[src/logic/n163_pkg.sv]
// shared bus structs, register select codes and address constants, imported by every mapper file
`default_nettype none

package n163_pkg;

	localparam logic [5:0] prg_last_page = 6'h3f; // fixed page at E000
	localparam logic [7:0] ciram_floor = 8'he0;
	localparam logic [15:0] wram_base = 16'h6000;
	localparam logic [15:0] wram_end = 16'h7fff;
	localparam logic [3:0] irq_window = 4'b0101; // 5000-5FFF
	localparam int cnt_width = 16;

	// one strobed CPU cycle
	typedef struct packed {
		logic ce;
		logic write;
		logic [15:0] addr;
		logic [7:0] data;
	} cpu_bus_t;

	typedef struct packed {
		logic [13:0] chr_addr;
	} ppu_bus_t;

	// 18 targets, so five bits
	typedef enum logic [4:0] {
		none,
		chr0, chr1, chr2, chr3, chr4, chr5, chr6, chr7,
		nt0, nt1, nt2, nt3,
		prg0, prg1_chren, prg2,
		irq_lo, irq_hi
	} reg_sel_t;

	typedef struct packed {
		reg_sel_t sel;
		logic [7:0] data;
	} reg_write_t;

	typedef logic [5:0] prg_page_t;
	typedef logic [7:0] chr_page_t;

	typedef struct packed {
		chr_page_t [11:0] chr; // 0-7 pattern, 8-11 nametable
		prg_page_t [2:0] prg;  // 8000, A000, C000
		logic [1:0] chr_en;
	} bank_set_t;

endpackage

`default_nettype wire

[src/logic/n163_reg_decode.sv]
// register write decoder, turns each strobed CPU cycle into a write command and an IRQ acknowledge
`default_nettype none

module n163_reg_decode (
	input logic clk20,
	input logic reset,
	input n163_pkg::cpu_bus_t cpu,
	output n163_pkg::reg_write_t wr_cmd,
	output logic irq_ack
);
	import n163_pkg::*;

	reg_sel_t sel;

	always_comb begin
		sel = none;
		if (cpu.ce && cpu.write) begin
			case (cpu.addr[15:11])
				5'b01010: sel = irq_lo; // 5000
				5'b01011: sel = irq_hi; // 5800
				5'b10000: sel = chr0;
				5'b10001: sel = chr1;
				5'b10010: sel = chr2;
				5'b10011: sel = chr3;
				5'b10100: sel = chr4;
				5'b10101: sel = chr5;
				5'b10110: sel = chr6;
				5'b10111: sel = chr7;
				5'b11000: sel = nt0; // C000
				5'b11001: sel = nt1;
				5'b11010: sel = nt2;
				5'b11011: sel = nt3;
				5'b11100: sel = prg0; // E000
				5'b11101: sel = prg1_chren;
				5'b11110: sel = prg2;
				default: sel = none; // F800 is sound, not kept
			endcase
		end
	end

	assign wr_cmd.sel = sel;
	assign wr_cmd.data = cpu.data;
	// any access to the counter window acks, reads too
	assign irq_ack = cpu.ce && (cpu.addr[15:12] == irq_window);

	// a strobed cycle carries a known direction and address
	a_strobe_known: assert property (@(posedge clk20) disable iff (reset)
		cpu.ce |-> !$isunknown({cpu.write, cpu.addr}));

endmodule

`default_nettype wire

[src/logic/n163_bank_regs.sv]
// CHR, nametable and PRG bank registers plus the CHR-RAM enable bits, written by decoded commands
`default_nettype none

module n163_bank_regs (
	input logic clk20,
	input logic reset,
	input n163_pkg::reg_write_t wr_cmd,
	output n163_pkg::bank_set_t banks
);
	import n163_pkg::*;

	logic [3:0] chr_idx;

	// chr0..nt3 are contiguous in the enum
	assign chr_idx = 4'(wr_cmd.sel - chr0);

	always_ff @(posedge clk20) begin
		if (reset) begin
			banks <= '0;
		end else begin
			case (wr_cmd.sel)
				chr0, chr1, chr2, chr3, chr4, chr5, chr6, chr7,
				nt0, nt1, nt2, nt3: begin
					banks.chr[chr_idx] <= wr_cmd.data;
				end
				prg0: begin
					banks.prg[0] <= wr_cmd.data[5:0]; // mirroring bits dropped
				end
				prg1_chren: begin
					banks.chr_en <= wr_cmd.data[7:6];
					banks.prg[1] <= wr_cmd.data[5:0];
				end
				prg2: begin
					banks.prg[2] <= wr_cmd.data[5:0];
				end
				default: begin
					// counter writes and idle cycles leave the banks alone
				end
			endcase
		end
	end

endmodule

`default_nettype wire

[src/logic/n163_irq_counter.sv]
// 15-bit up-counting interrupt counter with byte loads and a sticky timeout flag driving irq
`default_nettype none

module n163_irq_counter (
	input logic clk20,
	input logic reset,
	input logic ce,
	input n163_pkg::reg_write_t wr_cmd,
	input logic irq_ack,
	output logic [n163_pkg::cnt_width-1:0] count,
	output logic irq
);
	import n163_pkg::*;

	logic [cnt_width-1:0] count_next;
	logic step;
	logic timeout;

	// enabled by bit 15, stops once the low bits saturate
	assign step = count[cnt_width-1] && !(&count[cnt_width-2:0]);
	assign count_next = count + cnt_width'(1);

	always_ff @(posedge clk20) begin
		if (reset) begin
			count <= '0;
			timeout <= 1'b0;
		end else if (ce) begin
			if (irq_ack)
				timeout <= 1'b0;
			else if (&count)
				timeout <= 1'b1;

			if (wr_cmd.sel == irq_lo)
				count[7:0] <= wr_cmd.data;
			else if (step)
				count[7:0] <= count_next[7:0];

			if (wr_cmd.sel == irq_hi)
				count[15:8] <= wr_cmd.data;
			else if (step)
				count[15:8] <= count_next[15:8]; // carry from low byte
		end
	end

	assign irq = timeout;

	// once saturated only a load can move it
	a_hold_at_max: assert property (@(posedge clk20) disable iff (reset)
		((&count) && !(ce && (wr_cmd.sel inside {irq_lo, irq_hi}))) |=> (&count));

endmodule

`default_nettype wire

[src/logic/n163_prg_map.sv]
// CPU side address map, gives the program page, work-RAM select, access allow and counter readback
`default_nettype none

module n163_prg_map (
	input n163_pkg::cpu_bus_t cpu,
	input n163_pkg::prg_page_t [2:0] prg,
	input logic [n163_pkg::cnt_width-1:0] count,
	output n163_pkg::prg_page_t prg_page,
	output logic wram_sel,
	output logic prg_allow,
	output logic prg_oe,
	output logic [7:0] prg_dout
);
	import n163_pkg::*;

	prg_page_t page_sel;
	logic cnt_rd;

	always_comb begin
		case (cpu.addr[14:13])
			2'd0: page_sel = prg[0];
			2'd1: page_sel = prg[1];
			2'd2: page_sel = prg[2];
			default: page_sel = prg_last_page; // E000 never moves
		endcase
	end

	assign prg_page = cpu.addr[15] ? page_sel : '0;
	assign wram_sel = (cpu.addr >= wram_base) && (cpu.addr <= wram_end);
	assign prg_allow = wram_sel || (cpu.addr[15] && !cpu.write); // ROM is read only

	assign cnt_rd = (cpu.addr[15:12] == irq_window);
	assign prg_dout = !cnt_rd ? cpu.data :
		cpu.addr[11] ? count[15:8] : count[7:0];
	assign prg_oe = !cpu.write && (wram_sel || cpu.addr[15] || cnt_rd);

endmodule

`default_nettype wire

[src/logic/n163_chr_map.sv]
// PPU side address map, picks the 1 KiB pattern page and decides when nametable RAM answers
`default_nettype none

module n163_chr_map (
	input n163_pkg::ppu_bus_t ppu,
	input n163_pkg::bank_set_t banks,
	output n163_pkg::chr_page_t chr_page,
	output logic ciram_ce,
	output logic ciram_a10
);
	import n163_pkg::*;

	logic [3:0] region;
	logic [3:0] bank_idx;
	chr_page_t bank;
	logic bank_ram;
	logic half_off;

	assign region = ppu.chr_addr[13:10];
	// 2000-3FFF folds onto the four nametable banks
	assign bank_idx = region[3] ? {2'b10, region[1:0]} : region;
	assign bank = banks.chr[bank_idx];

	// E0-FF means internal nametable RAM
	assign bank_ram = (bank >= ciram_floor);
	assign half_off = ppu.chr_addr[12] ? banks.chr_en[1] : banks.chr_en[0];

	always_comb begin
		if (ppu.chr_addr[13])
			ciram_ce = bank_ram;
		else
			ciram_ce = bank_ram && !half_off; // chr_en set keeps ROM there
	end

	assign chr_page = bank;
	assign ciram_a10 = bank[0];

endmodule

`default_nettype wire

[src/logic/n163_mapper.sv]
// Namco 163 mapper top, connects the write decoder, bank and counter registers and both address maps
`default_nettype none

module n163_mapper (
	input logic clk20,
	input logic reset,
	input n163_pkg::cpu_bus_t cpu,
	input n163_pkg::ppu_bus_t ppu,
	output n163_pkg::prg_page_t prg_page,
	output logic wram_sel,
	output logic prg_allow,
	output logic prg_oe,
	output logic [7:0] prg_dout,
	output n163_pkg::chr_page_t chr_page,
	output logic ciram_ce,
	output logic ciram_a10,
	output logic irq
);
	import n163_pkg::*;

	reg_write_t wr_cmd;
	logic irq_ack;
	bank_set_t banks;
	logic [cnt_width-1:0] count;

	n163_reg_decode u_decode (
		.clk20   (clk20),
		.reset   (reset),
		.cpu     (cpu),
		.wr_cmd  (wr_cmd),
		.irq_ack (irq_ack)
	);

	n163_bank_regs u_banks (
		.clk20  (clk20),
		.reset  (reset),
		.wr_cmd (wr_cmd),
		.banks  (banks)
	);

	n163_irq_counter u_irq (
		.clk20   (clk20),
		.reset   (reset),
		.ce      (cpu.ce),
		.wr_cmd  (wr_cmd),
		.irq_ack (irq_ack),
		.count   (count),
		.irq     (irq)
	);

	n163_prg_map u_prg (
		.cpu       (cpu),
		.prg       (banks.prg),
		.count     (count),
		.prg_page  (prg_page),
		.wram_sel  (wram_sel),
		.prg_allow (prg_allow),
		.prg_oe    (prg_oe),
		.prg_dout  (prg_dout)
	);

	n163_chr_map u_chr (
		.ppu       (ppu),
		.banks     (banks),
		.chr_page  (chr_page),
		.ciram_ce  (ciram_ce),
		.ciram_a10 (ciram_a10)
	);

	// an ack from the decoder always wins over a new timeout
	a_ack_clears_irq: assert property (@(posedge clk20) disable iff (reset)
		irq_ack |=> !irq);

endmodule

`default_nettype wire

[config.mk]
export PLATFORM = sky130hd
export DESIGN_NAME = n163_mapper
export DESIGN_NICKNAME = d
export VERILOG_FILES = /design/src/logic/n163_pkg.sv /design/src/logic/n163_reg_decode.sv /design/src/logic/n163_bank_regs.sv /design/src/logic/n163_irq_counter.sv /design/src/logic/n163_prg_map.sv /design/src/logic/n163_chr_map.sv /design/src/logic/n163_mapper.sv
export SDC_FILE = /design/constraint.sdc
export NUM_CORES = 1
export LEC_CHECK = 0
export BUFFER_PORTS_ARGS = -buffer_cell sky130_fd_sc_hd__buf_2
export CAP_MARGIN = 0
export CORE_MARGIN = 3
export CORE_UTILIZATION = 54
export DETAILED_ROUTE_END_ITERATION = 10
export HOLD_SLACK_MARGIN = 0.08
export PLACE_DENSITY = 0.84
export SYNTH_ARGS = -nofsm -noshare
export SYNTH_HDL_FRONTEND = slang
export SYNTH_HIERARCHICAL = 1
export SYNTH_SLANG_ARGS = --single-unit
export TNS_END_PERCENT = 5
[constraint.sdc]
create_clock -name clk20 -period 3 [get_ports clk20]
set_clock_uncertainty 0.15 [all_clocks]
set_input_delay 0.3 -clock clk20 [delete_from_list [all_inputs] [get_ports clk20]]
set_output_delay 0.3 -clock clk20 [all_outputs]
set_load 0.02 [all_outputs]
### Word level (Yosys, flattened, before mapping)

Memory sizes are Yosys's and may differ from the RTL's.
Cells that the tools add are included.

* register bits after elaboration: 133
* ROM bits: 160
* input bits: 42
* output and inout port bits: 28
* word-level logic and storage cells: 91
* memories kept: 1

* $add $sub $neg: 2
* magnitude comparators: 6
* eq/ne operators: 20
* muxes and demuxes: 19
* reductions and logical operators: 24

Memory list
* (name not given): words 32, bits a word 5, rd ports 1, clocked after memory_dff 0, wr ports 0, line n163_reg_decode.sv:18 `case (cpu.addr[15:11])`

Operator list (count)
* 96-bit bitwise mux: 1
* 8-bit 2-to-1 mux: 8
* 5-bit by 4-bit == test with 1-bit output (second input constant): 8
* 8-bit binary-select mux with 4-bit select: 1
* 8-bit demux with 4-bit select: 1
* 5-bit by 3-bit == test with 1-bit output (second input constant): 4
* 6-bit one-hot mux with 3 select lines: 1
* 16-bit by 1-bit adder with 16-bit output (second input constant): 1
* 16-bit by 15-bit greater-or-equal comparator with 1-bit output (second input constant): 1
* 16-bit by 15-bit less-or-equal comparator with 1-bit output (second input constant): 1
* 16-bit AND reduction: 1
* 15-bit AND reduction: 1
* 12-bit OR reduction: 1
* 5-bit by 2-bit == test with 1-bit output (second input constant): 2
* 5-bit == test (second input constant): 2
* 4-bit by 5-bit < comparator with 1-bit output (second input constant): 2
* 8-bit greater-or-equal comparator (second input constant): 1
* 1-bit logical AND: 8
* 6-bit 2-to-1 mux: 1
* 2-bit AND reduction: 3
* 2-bit nonzero test: 3
* 5-bit by 1-bit == test with 1-bit output (second input constant): 1
* 5-bit 2-to-1 mux: 1
* 4-bit by 3-bit == test with 1-bit output (second input constant): 1
* 9 further kinds: 16

### Depth between registers and ports, before layout

* depth in word-level cells: 8
* mapped depth: 10
* mapped depth without buffers: 8

### By module

Netlist, hierarchy kept.

Modules (own cells, without submodules)
* n163_bank_regs: instances 1, cells each 407, area each 4546.9 um2, seq. area each 2322.2 um2
* n163_irq_counter: instances 1, cells each 148, area each 1276.2 um2, seq. area each 340.3 um2
* n163_chr_map: instances 1, cells each 66, area each 813.3 um2, seq. area each 0.0 um2
* n163_prg_map: instances 1, cells each 40, area each 451.7 um2, seq. area each 0.0 um2
* n163_reg_decode: instances 1, cells each 25, area each 193.9 um2, seq. area each 0.0 um2

### Worst setup path before layout

No wires, ideal clock.

* path type: in2reg
* start: in cpu[19] in the netlist's numbering
* end: reg u_irq/count[12] in the netlist's numbering
* library setup time: 72 ps
* data arrival time: 2036 ps
* required time: 2778 ps
* path slack: 742 ps
* stages on the path: 10
* buffers on the path: 2
* cells stage by stage: ha_1 > a21bo_2 > a21oi_1 > nor4b_4 > and2_1 > buf_4 > buf_6 > nor4_1 > o22ai_1 > a21oi_1

RTL lines
* start, declared: line n163_mapper.sv:7 `input n163_pkg::cpu_bus_t cpu,`
* end, declared: line n163_irq_counter.sv:10 `output logic [n163_pkg::cnt_width-1:0] count,`

==> results_dict.tcl <==
set metrics [dict create \
    status "finished, final reports clean" \
    portBuffers 48 \
    die_h_microns 122 \
    synthCells 686 \
    fin_hold_ws_ns 0.110 \
    die_w_microns 122 \
    core_sq_mm 0.0129 \
    initial_utilization_pct 56.6 \
    antenna_found_initial 0 \
    wl_per_cell_microns 18.8 \
    arrival_ns 2.60 \
    finalSetupViolCount 0 \
    synth_ff_type "dfxtp_1" \
    period_share_pct 80.8 \
    die_area_sq_mm 0.0149 \
    synth_edf_count 0 \
    vdd_ir_drop_max_uv 396 \
    hold_path.class "input pin to register" \
    cts-root-buf "clkbuf_16" \
    antenna_left 0 \
    use_met2_pct 40.0 \
    cts_resized 0 \
    grt_start_max_net_pins 66 \
    io_pins 70 \
    start_kind "input pin" \
    grt_overflow 0 \
    use_met3_pct 5.20 \
    drive_above_1_share_pct 25.3 \
    cts.path.max_buffers 2 \
    diodes 0 \
    drt_wl_total_mm 16.7 \
    setup_tns_ns 0 \
    synth_area_leaders "dfxtp_1, mux2i_1, nand2b_1, mux4_2, mux2_2" \
    insertion_delay_ns 0.43 \
    critPathMaxStageDelay_ns 0.50 \
    slew_headroom_pct 48.8 \
    min_period_ns 2.42 \
    rsz0062_at_grt "no" \
    syn_nets 731 \
    vias 5344 \
    netlist-cell-type-count 78 \
    track_usage_pct 23.4 \
    powerDensity_mw_per_mm2 506 \
    fin_area_sq_mm 0.00805 \
    place_area_sq_mm 0.00748 \
    required_ns 3.18 \
    syn_area_sq_mm 0.00728 \
    synth_warnings 6 \
    synth_top_area_share_pct 36.6 \
    grt_pass1_vias 5287 \
    place_inst 858 \
    critPathKind "input pin to register" \
    leakagePower_nw 3.66 \
    dpl.hpwl_mm 11.0 \
    tightest_slew_ns 0.767 \
    core.rowCount 41 \
    hold_violations 0 \
    final_util_pct 62.5 \
    path_buf_inv 2 \
    path_delay_family "simple AND/OR/NAND/NOR gates" \
    crit_top_cell "a21oi_1" \
    crit_chain "buf_2 -> ha_1 -> a21bo_2 -> a21oi_1 -> nor4b_4 -> and2b_1 -> buf_4 -> a21oi_1 -> a221oi_2" \
    synth_top_cell_by_area "dfxtp_1" \
    fin_cells 890 \
    cp_max_fo 11 \
    cp-end-kind "register" \
    final_nets 750 \
    drt-initial-drc-count 395 \
    grt_pass1_wl_mm 26.9 \
    via_per_inst 6.00 \
    drc 0 \
    yosysSeqAreaShare_pct 36.6 \
    synthToLayoutAreaGrowth_pct 10.6 \
    synth_area_per_cell_sq_um 10.6 \
    gp_congestion 0.976 \
    cts_htree_levels 4 \
    slew_violations 0 \
    top_usage_layer "met2" \
    grtUsageMet1_pct 28.4 \
    synthArstFlopShare_pct 0 \
    critPathSlowestCell "nor4b_4" \
    cts_hold_buf 0 \
    cts_setup_buffers 0 \
    drv_cap 0 \
    ys_ff_latch 133 \
    clk_pin_slew_ns 0.05 \
    firstDrtPassIters 5 \
    cts_buffers 17 \
    fmax_mhz 413 \
    cts_sinks 133 \
    cts_tree "done" \
]
==> report_power, final <==
group          switching (mW)  internal (mW)
Clock                   0.757           1.24
Combinational           0.173          0.116
Sequential            0.00613           1.78
Total                   0.937           3.14
==> final cells by class <==
class | instances | area (sq um)
Fill cell | 1011 | 4820
Multi-Input combinational cell | 487 | 4240
Sequential cell | 133 | 2660
Clock buffer | 24 | 502
Timing Repair Buffer | 59 | 335
Tap cell | 172 | 215
Clock inverter | 8 | 72.6
Inverter | 7 | 26.3
==> synth_stat cells (2+ instances only) <==
| master | n |
|---|---|
| dfxtp_1 | 133 |
| mux2i_1 | 130 |
| nand2b_1 | 127 |
| nand2_1 | 29 |
| mux4_2 | 20 |
| buf_2 | 18 |
| clkbuf_1 | 18 |
| a21oi_1 | 17 |
| mux2_2 | 16 |
| buf_4 | 13 |
| nor2_1 | 10 |
| nand3_1 | 9 |
| buf_6 | 8 |
| mux2_4 | 8 |
| nand2_2 | 8 |
| inv_1 | 7 |
| o21ai_1 | 7 |
| o221a_2 | 6 |
| and2_1 | 5 |
| o21ai_0 | 5 |
| and3_1 | 4 |
| nand3_2 | 4 |
| nor2b_1 | 4 |
| a211oi_1 | 3 |
| ha_1 | 3 |
| nor3_1 | 3 |
| o211ai_1 | 3 |
| o32ai_2 | 3 |
| a22oi_1 | 2 |
| a31oi_1 | 2 |
| a32oi_1 | 2 |
| and3b_1 | 2 |
| buf_1 | 2 |
| mux4_1 | 2 |
| nand3b_1 | 2 |
| nand4_1 | 2 |
| nor3b_2 | 2 |
| nor4_1 | 2 |
| o211ai_2 | 2 |
| o21a_1 | 2 |
| o22ai_2 | 2 |
| o31ai_1 | 2 |
| o41a_2 | 2 |
==> flip-flops by register name (all words and copies together) (netlist names) <==
name           flops
u_irq/irq          1
u_irq/count       16
u_banks/banks    116
==> per-stage QoR <==
step | setup slack [ns] | power (mW)
6_report | 0.577 | 4.07
5_1_grt | 0.462 | 4.19
3_5_place_dp | 0.223 | 2.11
2_1_floorplan | 0.742 | 2.04
4_1_cts | 0.580 | 4.09
3_3_place_gp | 0.324 | 2.10
==> worst paths after layout <==
check / startpoint / end / slack (ns) / cells after the start
setup / recovery: cpu[19] / u_irq/count[6]$_SDFFE_PP0P_ / 0.58 / 9
hold / removal: cpu[7] / u_irq/count[15]$_SDFFE_PP0P_ / 0.11 / 3
setup reg to reg: u_irq/count[0]$_SDFFE_PP0P_ / u_irq/count[6]$_SDFFE_PP0P_ / 0.84 / 6
hold reg to reg: u_banks/banks[4]$_SDFFE_PP0N_ / u_banks/banks[4]$_SDFFE_PP0N_ / 0.33 / 2
==> layout by cell type, fill, tap and decap left out, types with 10 or more instances in the layout <==
| cell type | count |
|---|---|
| nor2_1 | 10 |
| buf_2 | 48 |
| clkbuf_16 | 17 |
| mux4_2 | 20 |
| mux2_2 | 16 |
| mux2i_1 | 130 |
| dfxtp_1 | 133 |
| nand2b_1 | 127 |
| buf_4 | 10 |
| nand2_1 | 29 |
| a21oi_1 | 17 |
==> routing by layer <==
metal / wire length [microns] / part of all wire [%]
met4: 399 / 2.4
met5: 0 / 0
met3: 861 / 5.1
met1: 7170 / 43
met2: 8310 / 50
==> worst register-to-register path, delay by kind of cell (launching register included) <==
family	cells	cell delay (ns)
adder cells (fa/ha/maj)	1	0.24
AO/OA/AOI/OAI	2	0.78
flip-flops	1	0.34
AND/OR/NAND/NOR	3	0.56
==> cell families after synthesis <==
kind of cell,after synthesis,share of synthesized area [%]
buffers and inverters,66,5.21
AND/OR/NAND/NOR,232,20.3
AO/OA/AOI/OAI,75,8.33
adder cells (fa/ha/maj),3,0.516
flip-flops,133,36.6
multiplexers,177,29.1
Power figures use the tool's default switching activity.
